==> config.mk <==
export PLATFORM = sky130hd
export DESIGN_NAME = sdSpiTop
export DESIGN_NICKNAME = d
export VERILOG_FILES = /design/src/common/sdSpiPkg.sv /design/src/sdSpi/spiShiftEngine.sv /design/src/sdSpi/spiBurstQueue.sv /design/src/sdSpi/sdSpiRegisters.sv /design/src/logic/sdSpiTop.sv
export SDC_FILE = /design/constraint.sdc
export NUM_CORES = 1
export LEC_CHECK = 0
export ABC_AREA = 1
export BUFFER_PORTS_ARGS = -buffer_cell sky130_fd_sc_hd__buf_2
export CAP_MARGIN = 5
export CORE_ASPECT_RATIO = 0.5
export CORE_UTILIZATION = 63
export DETAILED_ROUTE_END_ITERATION = 7
export GPL_TIMING_DRIVEN = 0
export MAX_ROUTING_LAYER = met4
export PLACE_DENSITY = 0.83
export SYNTH_ARGS = -nofsm -noshare
export SYNTH_HDL_FRONTEND = slang
export SYNTH_HIERARCHICAL = 1
export SYNTH_SLANG_ARGS = --single-unit
==> constraint.sdc <==
create_clock -name clock -period 11.65 [get_ports clock]
set_input_delay 1.7475 -clock clock [delete_from_list [all_inputs] [get_ports clock]]
set_output_delay 1.7475 -clock clock [all_outputs]
set_load 0.1 [all_outputs]
==> src/common/sdSpiPkg.sv <==
/*
 * Shared types for the SD card SPI master.
 * Holds the APB request and response structs, the card pin struct, the register
 * offsets, the shift engine phases and the Control register bit positions.
 */

`default_nettype none

package sdSpiPkg;

	// driven by the bus master
	typedef struct packed {
		logic [7:0] paddr;
		logic psel;
		logic penable;
		logic pwrite;
		logic [31:0] pwdata;
	} apbRequest;

	// driven by the slave, pslverr is tied low
	typedef struct packed {
		logic [31:0] prdata;
		logic pready;
		logic pslverr;
	} apbResponse;

	// outputs toward the card
	typedef struct packed {
		logic sclk;
		logic mosi;
		logic csn;
	} spiPins;

	// register byte offsets on the APB side
	typedef enum logic [7:0] {
		Control = 8'h00,
		Data = 8'h04,
		SendLow = 8'h08,
		SendHigh = 8'h0C,
		ReceiveLow = 8'h10,
		ReceiveHigh = 8'h14
	} regOffset;

	// shift engine phases
	// low and high are the two halves of one SCLK period
	typedef enum logic [1:0] {
		Idle,
		Low,
		High
	} engineState;

	// chip select level, written by software
	localparam int CtrlCsn = 0;
	// write starts one byte, read gives busy
	localparam int CtrlStartByte = 1;
	// write starts an eight byte burst
	localparam int CtrlStartBurst = 5;
	// divider sits in bits 31:24
	localparam int CtrlDividerLsb = 24;

endpackage

`default_nettype wire

==> src/sdSpi/spiShiftEngine.sv <==
/*
 * SPI mode 0 shifter for one byte.
 * A startByte pulse runs eight SCLK periods, each half lasting divider + 1
 * clocks. MOSI goes out MSB first, MISO comes back through one sync flop.
 */

`timescale 1ns/1ps
`default_nettype none

module spiShiftEngine (
	input logic clock,
	input logic reset,
	input logic startByte,
	input logic [7:0] txByte,
	input logic [7:0] divider,
	input logic miso,
	output logic sclk,
	output logic mosi,
	output logic [7:0] rxByte,
	output logic busy,
	output logic byteDone
);
	import sdSpiPkg::*;

	engineState state;
	logic [7:0] halfCount;
	logic [2:0] bitCount;
	logic [7:0] txShift;
	logic [7:0] rxShift;
	logic misoSync;
	logic halfDone;
	logic lastBit;
	logic sampleNow;

	// end of the current half period
	assign halfDone = (halfCount == 8'd0);
	assign lastBit = (bitCount == 3'd7);
	// first clock with SCLK high, misoSync already holds the bit
	assign sampleNow = (state == High) && (halfCount == divider);

	assign busy = (state != Idle);
	assign rxByte = rxShift;

	// one flop on the way in from the card
	always_ff @(posedge clock)
	begin
		misoSync <= miso;
	end

	always_ff @(posedge clock)
	begin
		if (reset)
		begin
			state <= Idle;
			halfCount <= 8'd0;
			bitCount <= 3'd0;
			sclk <= 1'b0;
			mosi <= 1'b1;
			byteDone <= 1'b0;
		end
		else
		begin
			byteDone <= 1'b0;
			case (state)
				Idle:
				begin
					if (startByte)
					begin
						// first bit goes out with the first low phase
						state <= Low;
						halfCount <= divider;
						bitCount <= 3'd0;
						mosi <= txByte[7];
					end
				end
				Low:
				begin
					if (halfDone)
					begin
						state <= High;
						halfCount <= divider;
						sclk <= 1'b1;
					end
					else
					begin
						halfCount <= halfCount - 8'd1;
					end
				end
				High:
				begin
					if (halfDone)
					begin
						sclk <= 1'b0;
						halfCount <= divider;
						if (lastBit)
						begin
							// byte complete, line idles high
							state <= Idle;
							mosi <= 1'b1;
							byteDone <= 1'b1;
						end
						else
						begin
							state <= Low;
							bitCount <= bitCount + 3'd1;
							mosi <= txShift[6];
						end
					end
					else
					begin
						halfCount <= halfCount - 8'd1;
					end
				end
				default:
				begin
					state <= Idle;
				end
			endcase
		end
	end

	// data shifters
	always_ff @(posedge clock)
	begin
		if ((state == Idle) && startByte)
		begin
			txShift <= txByte;
		end
		else if ((state == High) && halfDone && !lastBit)
		begin
			txShift <= {txShift[6:0], 1'b0};
		end
		// msb arrives first
		if (sampleNow)
		begin
			rxShift <= {rxShift[6:0], misoSync};
		end
	end

endmodule

`default_nettype wire

==> src/sdSpi/spiBurstQueue.sv <==
/*
 * Eight byte burst sequencer.
 * Loads the 64-bit send word, feeds the engine one byte at a time lowest first
 * and packs the returned bytes so that the first one ends in bits 7:0.
 */

`timescale 1ns/1ps
`default_nettype none

module spiBurstQueue (
	input logic clock,
	input logic reset,
	input logic startBurst,
	input logic [63:0] sendWord,
	input logic byteDone,
	input logic [7:0] rxByte,
	output logic startByte,
	output logic [7:0] txByte,
	output logic burstBusy,
	output logic [63:0] receiveWord
);

	logic [3:0] remaining;
	logic [63:0] sendQueue;
	logic burstByteDone;
	logic moreBytes;

	assign burstBusy = (remaining != 4'd0);
	// single byte exchanges outside a burst are ignored
	assign burstByteDone = byteDone && burstBusy;
	assign moreBytes = (remaining != 4'd1);

	always_ff @(posedge clock)
	begin
		if (reset)
		begin
			remaining <= 4'd0;
			startByte <= 1'b0;
		end
		else
		begin
			startByte <= 1'b0;
			if (startBurst)
			begin
				remaining <= 4'd8;
				startByte <= 1'b1;
			end
			else if (burstByteDone)
			begin
				// next byte one queue cycle after byteDone
				remaining <= remaining - 4'd1;
				startByte <= moreBytes;
			end
		end
	end

	always_ff @(posedge clock)
	begin
		// send side, emptied bytes refill with 0xFF
		if (startBurst)
		begin
			txByte <= sendWord[7:0];
			sendQueue <= {8'hFF, sendWord[63:8]};
		end
		else if (burstByteDone && moreBytes)
		begin
			txByte <= sendQueue[7:0];
			sendQueue <= {8'hFF, sendQueue[63:8]};
		end
		// receive side enters at the top and moves down
		if (burstByteDone)
		begin
			receiveWord <= {rxByte, receiveWord[63:8]};
		end
	end

endmodule

`default_nettype wire

==> src/sdSpi/sdSpiRegisters.sv <==
/*
 * APB slave for the SD SPI master.
 * Holds Control, the pending Data byte and the send word, and starts byte or
 * burst transfers. Writes that would disturb a running transfer wait on pready.
 */

`timescale 1ns/1ps
`default_nettype none

module sdSpiRegisters #(
	parameter logic [7:0] ResetDivider = 8'd3
) (
	input logic clock,
	input logic reset,
	input sdSpiPkg::apbRequest request,
	output sdSpiPkg::apbResponse response,
	input logic busy,
	input logic burstBusy,
	input logic [7:0] rxByte,
	input logic [63:0] receiveWord,
	output logic startByte,
	output logic startBurst,
	output logic [7:0] txByte,
	output logic [63:0] sendWord,
	output logic [7:0] divider,
	output logic csn
);
	import sdSpiPkg::*;

	regOffset offset;
	logic transferBusy;
	logic access;
	logic hold;
	logic ready;
	logic writeDone;
	logic [31:0] readData;

	assign offset = regOffset'(request.paddr);
	assign transferBusy = busy || burstBusy;
	assign access = request.psel && request.penable;

	// read mux and wait-state rules
	always_comb
	begin
		readData = 32'd0;
		hold = 1'b0;
		case (offset)
			Control:
			begin
				readData[CtrlCsn] = csn;
				readData[CtrlStartByte] = transferBusy;
				readData[CtrlDividerLsb +: 8] = divider;
				// reads never wait, writes wait for the shifter
				hold = request.pwrite && transferBusy;
			end
			Data:
			begin
				readData[7:0] = rxByte;
				hold = transferBusy;
			end
			SendLow:
			begin
				readData = sendWord[31:0];
			end
			SendHigh:
			begin
				readData = sendWord[63:32];
			end
			ReceiveLow:
			begin
				readData = receiveWord[31:0];
			end
			ReceiveHigh:
			begin
				readData = receiveWord[63:32];
			end
			default:
			begin
				readData = 32'd0;
			end
		endcase
	end

	// read data only shows on the completing access cycle
	assign ready = access && !hold;
	assign writeDone = ready && request.pwrite;
	assign response = '{
		prdata: (ready ? readData : 32'd0),
		pready: ready,
		pslverr: 1'b0
	};

	// control state and start pulses
	always_ff @(posedge clock)
	begin
		if (reset)
		begin
			csn <= 1'b1;
			divider <= ResetDivider;
			startByte <= 1'b0;
			startBurst <= 1'b0;
		end
		else
		begin
			startByte <= 1'b0;
			startBurst <= 1'b0;
			if (writeDone && (offset == Control))
			begin
				csn <= request.pwdata[CtrlCsn];
				divider <= request.pwdata[CtrlDividerLsb +: 8];
				// byte wins if both start bits are set
				startByte <= request.pwdata[CtrlStartByte];
				startBurst <= request.pwdata[CtrlStartBurst] && !request.pwdata[CtrlStartByte];
			end
		end
	end

	// pending byte and send word
	always_ff @(posedge clock)
	begin
		if (writeDone)
		begin
			case (offset)
				Data:
				begin
					txByte <= request.pwdata[7:0];
				end
				SendLow:
				begin
					sendWord[31:0] <= request.pwdata;
				end
				SendHigh:
				begin
					sendWord[63:32] <= request.pwdata;
				end
				default:
				begin
				end
			endcase
		end
	end

endmodule

`default_nettype wire

==> src/logic/sdSpiTop.sv <==
/*
 * Top level of the SD card SPI master.
 * Connects the APB register block, the burst queue and the shift engine to the
 * bus and to the card pins. ResetDivider sets the SCLK divider after reset.
 */

`timescale 1ns/1ps
`default_nettype none

module sdSpiTop #(
	parameter logic [7:0] ResetDivider = 8'd3
) (
	input logic clock,
	input logic reset,
	input sdSpiPkg::apbRequest request,
	output sdSpiPkg::apbResponse response,
	input logic miso,
	output sdSpiPkg::spiPins pins
);

	logic regStartByte;
	logic [7:0] regTxByte;
	logic queueStartByte;
	logic [7:0] queueTxByte;
	logic engineStart;
	logic [7:0] engineTxByte;
	logic startBurst;
	logic [63:0] sendWord;
	logic [63:0] receiveWord;
	logic [7:0] divider;
	logic [7:0] rxByte;
	logic busy;
	logic burstBusy;
	logic byteDone;
	logic chipSelect;
	logic engineSclk;
	logic engineMosi;

	// the two start sources never fire together
	assign engineStart = regStartByte || queueStartByte;
	assign engineTxByte = queueStartByte ? queueTxByte : regTxByte;

	assign pins = '{sclk: engineSclk, mosi: engineMosi, csn: chipSelect};

	sdSpiRegisters #(
		.ResetDivider(ResetDivider)
	) registers (
		.clock(clock),
		.reset(reset),
		.request(request),
		.response(response),
		.busy(busy),
		.burstBusy(burstBusy),
		.rxByte(rxByte),
		.receiveWord(receiveWord),
		.startByte(regStartByte),
		.startBurst(startBurst),
		.txByte(regTxByte),
		.sendWord(sendWord),
		.divider(divider),
		.csn(chipSelect)
	);

	spiBurstQueue queue (
		.clock(clock),
		.reset(reset),
		.startBurst(startBurst),
		.sendWord(sendWord),
		.byteDone(byteDone),
		.rxByte(rxByte),
		.startByte(queueStartByte),
		.txByte(queueTxByte),
		.burstBusy(burstBusy),
		.receiveWord(receiveWord)
	);

	spiShiftEngine engine (
		.clock(clock),
		.reset(reset),
		.startByte(engineStart),
		.txByte(engineTxByte),
		.divider(divider),
		.miso(miso),
		.sclk(engineSclk),
		.mosi(engineMosi),
		.rxByte(rxByte),
		.busy(busy),
		.byteDone(byteDone)
	);

endmodule

`default_nettype wire

==> flow_summary.json <==
{
  "fin_crit_ps": 5500,
  "nFillCells": 1072,
  "final_cell_mix": "352 x nand2_1, 215 x edfxtp_1, 139 x nand3_1",
  "ys.flop_type": "edfxtp_1",
  "io_pins": 83,
  "via_per_inst": 5.93,
  "clockBufferDepth": 3,
  "r2r-start": "queue/remaining[0]",
  "post_synth_instance_area_um2": 11000,
  "start_kind": "input pin",
  "drc": 0,
  "crit_required_ps": 9900,
  "worst-path-buf-inv": 3,
  "hold_viol": 0,
  "cts_buffers": 21,
  "placementRows": 33,
  "cp_top_family": "simple AND/OR/NAND/NOR gates",
  "hold_buffers": 0,
  "critPathSlowestCell": "buf_2",
  "drt-total-wl_um": 28500,
  "areaGrowthSynthToFinish_pct": 12.9,
  "synth.net_count": 1125,
  "grt_overflow_total": 0,
  "maxSlewViolCount": 0,
  "maxCapViolCount": 0,
  "grt_pass1_wl_um": 42700,
  "io_buffers": 81,
  "relSlewSlack_pct": 31.7,
  "cp_max_fo": 10,
  "root_buffer": "clkbuf_16",
  "final_cells": 1419,
  "die_w_um": 189,
  "outcome": "completed",
  "clock_skew_ps": 21.8,
  "post_dp_cell_area_um2": 11800,
  "seq_power_share_pct": 54.9,
  "post_cts_buffers": 0,
  "end_kind": "output pin",
  "synth_edf_count": 215,
  "ys_seq_area_share_pct": 64.6,
  "p_sw_uw": 398,
  "clock_latency_ps": 520,
  "reg2reg_to": "registers/sendWord[60]",
  "cts_tree": "built",
  "grt_max_degree": 65,
  "die_h_um": 95.5,
  "max_freq_ghz": 0.182,
  "grt_usage_pct": 33.5,
  "cp-startpoint": "request[36]",
  "antenna_found_initial": 0,
  "ff2ff_path_depth": 10,
  "swShare_pct": 22.7,
  "drtAntennaViolNets": 0,
  "wl_per_cell_um": 20.1,
  "hold_depth": 0,
  "htreeDepth": 1,
  "die_area_um2": 18100,
  "start_util_pct": 65.9,
  "path_class": "in -> out",
  "arrival_ps": 3750,
  "p_int_mw": 1.36,
  "drive_above_1_share_pct": 19.4,
  "combPwrFrac_pct": 7.0,
  "fin_nets": 1233,
  "ys_warn_count": 6,
  "cts_sinks": 248,
  "dp_hpwl_um": 20500,
  "p_leak_nw": 5.08,
  "vias": 8409,
  "synth.distinct_cells": 40,
  "layout_commonest_cell": "nand2_1",
  "dpl.cell_count": 1381,
  "avgSynthCellArea_um2": 10.3,
  "diodes": 0,
  "synth_seq_cells": 248,
  "grt_pass1_vias": 7708,
  "cts.repair.resized": 0,
  "crit_chain": "buf_2 > nor2_2 > nand2_1 > nor2_1 > buf_2 > nand3_1 > nand2_1 > nor2_1 > nor2_1 > buf_2",
  "core_area_um2": 16700,
  "p_clk_share_pct": 38.1,
  "rsz0062_at_grt": "no",
  "rrSetupSlack_ps": 8760,
  "synthArstFlopShare_pct": 0,
  "synthCells": 1069,
  "tightest_slew_ps": 1020,
  "min_path_type": "reg -> reg",
  "worstHoldStart": "engine/misoSync",
  "first_pass_iters": 6,
  "hold_ws_ps": 404,
  "setup_viol": 0,
  "place_congestion": 0.935,
  "pwr_density_cell_nw_per_um2": 141,
  "first_iter_violations": 1122,
  "clk_pin_slew_worst_paths_ps": 60,
  "hold_path_end": "engine/rxByte[0]",
  "cp_slowest_stage_delay_ps": 470,
  "min_period_over_period_pct": 47.2,
  "setup_tns_ps": 0,
  "design_area_um2": 12400,
  "peakVddDrop_v": 0.0000861
}
-- cells in the mapped netlist, types with 3 or more instances --
library cell  number  area share [%]
inv_1             55             1.9
buf_4             10            0.68
o21ai_0            9            0.41
nor2_1            88             3.0
buf_2             23             1.0
o21ai_2            4            0.32
nand2_1          353              12
inv_2              5            0.17
clkbuf_1           7            0.24
ha_1              10             1.1
a21oi_1           26             1.2
o22ai_1            6            0.34
or2_2              7            0.40
mux2_2             6            0.61
buf_6              5            0.51
nor2_4             5            0.51
nor2_2            17            0.96
dfxtp_1           33             6.0
nand2_2           17            0.96
or2_1              3            0.17
nand3_1          139             6.3
nand2_4            6            0.61
edfxtp_1         215              59
-- cell families (layout without fill, tap and decap cells) --
| family | after synthesis | in the layout | synth area share (%) |
|---|---|---|---|
| other | 1 | 1 | 0.0340 |
| AND/OR/NAND/NOR | 647 | 647 | 26.3 |
| flip-flops | 248 | 248 | 64.6 |
| adder cells (fa/ha/maj) | 10 | 10 | 1.14 |
| buffers and inverters | 107 | 230 | 4.69 |
| AO/OA/AOI/OAI | 49 | 49 | 2.59 |
| multiplexers | 6 | 6 | 0.613 |
| XOR/XNOR | 1 | 1 | 0.0795 |
-- how the worst max path moves through the flow --
stage                        end  cells past startpoint
finish              response[28]                     10
detailed placement  response[28]                     10
global placement     response[9]                     10
global route        response[28]                     10
floorplan            response[2]                      8
CTS                 response[28]                     10
-- through the flow --
stage,power (mW),setup slack [ps],util [%]
2_1_floorplan,1.07,5940,-
4_1_cts,1.75,6200,74.4
5_1_grt,1.81,6070,74.4
3_3_place_gp,1.10,6340,70.0
3_5_place_dp,1.10,6290,70.6
6_report,1.75,6150,74.4
-- worst reg2reg max path, stage by stage (launching register included) --
cell,delay (ps)
dfxtp_1,310
inv_1,120
ha_1,300
nand2_2,120
nor2_2,210
inv_1,100
nand3_2,100
nand2_4,70
nor2_8,130
nand2_1,200
nor2_4,820
-- power by group through the flow --
stage / logic [mW] / clock network [mW] / registers (mW)
floorplan: 0.0875 / 0 / 0.982
global placement: 0.114 / 0 / 0.982
detailed placement: 0.120 / 0 / 0.982
CTS: 0.121 / 0.671 / 0.963
global route: 0.132 / 0.712 / 0.963
finish: 0.123 / 0.668 / 0.963
-- final cells by class --
cell class | instances | area, um^2 | share of cell area (%)
multi-input cells | 714 | 3410 | 27.4
flip-flops and latches | 248 | 7120 | 57.2
well taps | 227 | 284 | 2.28
inverters | 61 | 229 | 1.84
clock buffers | 33 | 611 | 4.90
repair buffers | 85 | 480 | 3.86
plain buffers | 46 | 288 | 2.31
clock inverters | 5 | 28.8 | 0.231
-- state kept, by name, summed over array words and instances, names as in the netlist, 2 cells and up --
signal              cells
engine/bitCount         3
engine/halfCount        8
engine/rxByte           8
engine/state            2
engine/txShift          7
queue/receiveWord      64
queue/remaining         4
queue/sendQueue        56
queue/txByte            8
registers/divider       8
registers/sendWord     64
registers/txByte        8
-- per-layer routing --
metal  vias up  GRT usage (%)  part of all wire, %
met5         -              -                    0
met4         0           9.48                  2.4
met3        76           8.69                   13
met2       548           52.1                   46
met1      4001           44.0                   39
li1       3784              -                    -
No activity file was read; power rests on OpenSTA's default activity.
